==> src/logic/modn_counter.sv <==
`timescale 1ns/1ns
`default_nettype none

// Wrapping pointer, counts 0 .. N-1
module modn_counter #(
    parameter int N = 8
) (
    input  logic                 clk_i,
    input  logic                 rst_n_i,
    input  logic                 en_i,                     // Advance by one
    input  logic                 clr_i,                    // Back to zero, wins over en_i
    output logic [$clog2(N)-1:0] count_o
);

    localparam int            W    = $clog2(N);
    localparam logic [W-1:0]  LAST = W'(N - 1);            // Wrap point

    always_ff @(posedge clk_i or negedge rst_n_i) begin
        if (!rst_n_i) begin
            count_o <= '0;
        end else if (clr_i) begin
            count_o <= '0;
        end else if (en_i) begin
            if (count_o == LAST) begin
                count_o <= '0;                             // Wrap around
            end else begin
                count_o <= count_o + 1'b1;
            end
        end
    end

endmodule

`default_nettype wire

==> config.mk <==
export PLATFORM = sky130hd
export DESIGN_NAME = modn_counter
export DESIGN_NICKNAME = d
export VERILOG_FILES = /design/src/logic/modn_counter.sv
export SDC_FILE = /design/constraint.sdc
export NUM_CORES = 1
export LEC_CHECK = 0
export BUFFER_PORTS_ARGS = -buffer_cell sky130_fd_sc_hd__buf_2
export CAP_MARGIN = 40
export CORE_AREA = 2 2 39 41
export DETAILED_ROUTE_END_ITERATION = 12
export DIE_AREA = 0 0 41 43
export PLACE_DENSITY = 0.36
export SLEW_MARGIN = 20
export SYNTH_ARGS = -nofsm -noshare
export SYNTH_HDL_FRONTEND = slang
export SYNTH_SLANG_ARGS = --single-unit
==> constraint.sdc <==
create_clock -name clk_i -period 2.6 [get_ports clk_i]
set_input_delay 0.39 -clock clk_i [delete_from_list [all_inputs] [get_ports clk_i]]
set_output_delay 0.39 -clock clk_i [all_outputs]
set_load 0.02 [all_outputs]
==> out/qor.yml <==
place_ws_ps: 1200
cts_hold_buf: 1
cts_tree: "built"
start_util: 0.113
synthTopCellsByArea: "dfrtp_1 (48%), ha_1 (16%), nand2b_1 (8.0%), mux2i_1 (6.4%), a21oi_2 (5.6%)"
critPathKind: "reg2reg"
gp_congestion: 0.606
slowest_delay_ps: 400
core.rowCount: 14
fmax_ghz: 0.715
cp.arrival_ps: 1560
syn_nets: 19
synth_area_um2: 156
dieWidth_um: 41
rrSetupSlack_ps: 1200
postLayoutSetupSlackWorst_ps: 1200
dieArea_mm2: 0.00176
fill_cells: 152
placed_area_um2: 206
overflow: 0
relSlewSlack: 0.915
rr_endpoint: "count_o[0]$_DFFE_PN0P_"
vias: 143
setup_viol: 0
cts_buffers: 3
cts_root_buffer: "clkbuf_4"
cp_slowest_cell: "dfrtp_1"
timing_hold_violations_final: 0
min_path_type: "in2reg"
clock_skew_ps: 1.83
hold_slack_ps: 342
cellLeakagePower_nw: 0.127
clk_pin_slew_worst_paths_ps: 40
drc: 0
yosysMostFrequentCell: "dfrtp_1"
synth_edf_count: 0
min_from: "clr_i"
hold_end: "count_o[0]$_DFFE_PN0P_"
rsz0062_at_grt: "false"
total_power_w: 0.000152
syn2layout_area_growth_pct: 55.2
synth_top_area_share: 0.480
reg2reg_depth: 4
r2r-start: "count_o[0]$_DFFE_PN0P_"
grt_max_degree: 6
postCtsSetupBuffers: 0
htree_num_levels: 1
cts_resized: 0
portBuffers: 6
fin_crit_ps: 1400
ys_ff_latch: 3
reg_top3: "count_o: 3 flops"
grt_pass1_vias: 156
final_nets: 31
clk-insertion-delay-late_ps: 230
post-route-period-util: 0.538
io_pins: 7
routedWlPerCell_um: 9.03
first_pass_iters: 2
required_ps: 2760
core-area_mm2: 0.00138
synth_cell_types: 9
worstPathMaxFanout: 4
powerDensity_mw_per_mm2: 625
grt_pass1_wl_um: 593
cts_buffer_depth: 2
finalSetupTns_ps: 0
antenna_found_initial: 0
cp-end-kind: "register"
synthCells: 13
cap_violations: 0
grtUsageTotal: 0.0604
yosysWarnings: 0
clock_sinks: 3
path_cells: "ha_1, ha_1, or3b_1, a21oi_2"
yosysTopAreaCell: "dfrtp_1"
die_h_um: 43
ys.flop_type: "dfrtp_1"
worst_slew_pin_slew_ps: 123
start_kind: "register"
final-max-slew-violation-count: 0
ant_nets: 0
vias_per_cell: 3.58
largest_reg_flops: 3
regMostFlops: "count_o"
outcome: "complete, no violations"
synth_common_cells: "dfrtp_1 (3), ha_1 (2), nand2b_1 (2)"
synth_sequential_area_ratio: 0.480
synth-async-reset-ratio: 1.00
drt_wl_total_um: 361
vdd_ir_drop_max_mv: 0.205
crit_top_cell: "ha_1"
detailedRoute.firstIterationViolations: 2
drive_gt1_frac: 0.417
antenna_cells: 0
whs_path_depth: 2
final_area_um2: 243
avgSynthCellArea_um2: 12.0
kinds of logic (layout without fill, tap and decap cells):
family,count (synthesis),count (layout),synth area share
buffers and inverters,0,11,0
AND/OR/NAND/NOR,5,5,0.208
adder cells (fa/ha/maj),2,2,0.160
multiplexers,1,1,0.0640
flip-flops,3,3,0.480
AO/OA/AOI/OAI,2,2,0.0880
cell type report:
class	instances	area, um^2	area share
Tap cell	16	20.0	0.0825
Multi-Input combinational cell	10	81.3	0.335
Sequential cell	3	75.1	0.309
Clock buffer	4	26.3	0.108
Timing Repair Buffer	7	40.0	0.165
where the power goes:
group           total, W  switching (W)  internal [W]  leakage [nW]
Clock          0.0000824      0.0000249     0.0000576        0.0150
Sequential     0.0000515     0.00000220     0.0000493        0.0405
Combinational  0.0000177     0.00000950    0.00000822        0.0719
Total           0.000152      0.0000365      0.000115         0.127
routing by layer:
layer	up-vias	wire length, um	global-route usage
li1	69	-	-
met5	-	0	0
met1	63	167	0.0584
met3	2	50	0.0314
met4	0	14	0.100
met2	9	127	0.0656
layout by cell type, fill, tap and decap left out, drive strengths merged:
master       n
a21oi        2
buf          6
clkbuf       4
dfrtp        3
dlygate4sd3  1
ha           2
mux2i        1
nand2b       2
nand3b       1
nor2         1
or3b         1
worst max path at each step:
stage / end / start / depth (start not counted) / slack (ps)
3_5_place_dp: count_o[0]$_DFFE_PN0P_ / count_o[0]$_DFFE_PN0P_ / 4 / 1200
4_1_cts: count_o[0]$_DFFE_PN0P_ / count_o[0]$_DFFE_PN0P_ / 4 / 1190
3_3_place_gp: count_o[0]$_DFFE_PN0P_ / count_o[0]$_DFFE_PN0P_ / 4 / 1200
2_1_floorplan: count_o[0]$_DFFE_PN0P_ / count_o[0]$_DFFE_PN0P_ / 4 / 1170
5_1_grt: count_o[0]$_DFFE_PN0P_ / count_o[0]$_DFFE_PN0P_ / 4 / 1120
6_report: count_o[0]$_DFFE_PN0P_ / count_o[0]$_DFFE_PN0P_ / 4 / 1200
through the flow:
step / utilization / cells
global placement: 0.149 / 35
global route: 0.175 / 40
detailed placement: 0.149 / 35
CTS: 0.175 / 40
finish: 0.175 / 40
floorplan: - / 13
critical path: cells and delay by family, from the launching register on:
family	cells	cell delay, ps
simple gates	1	390
fa+ha+maj	2	390
flops	1	400
compound gates	1	150
No activity file was read; power rests on OpenSTA's default activity.
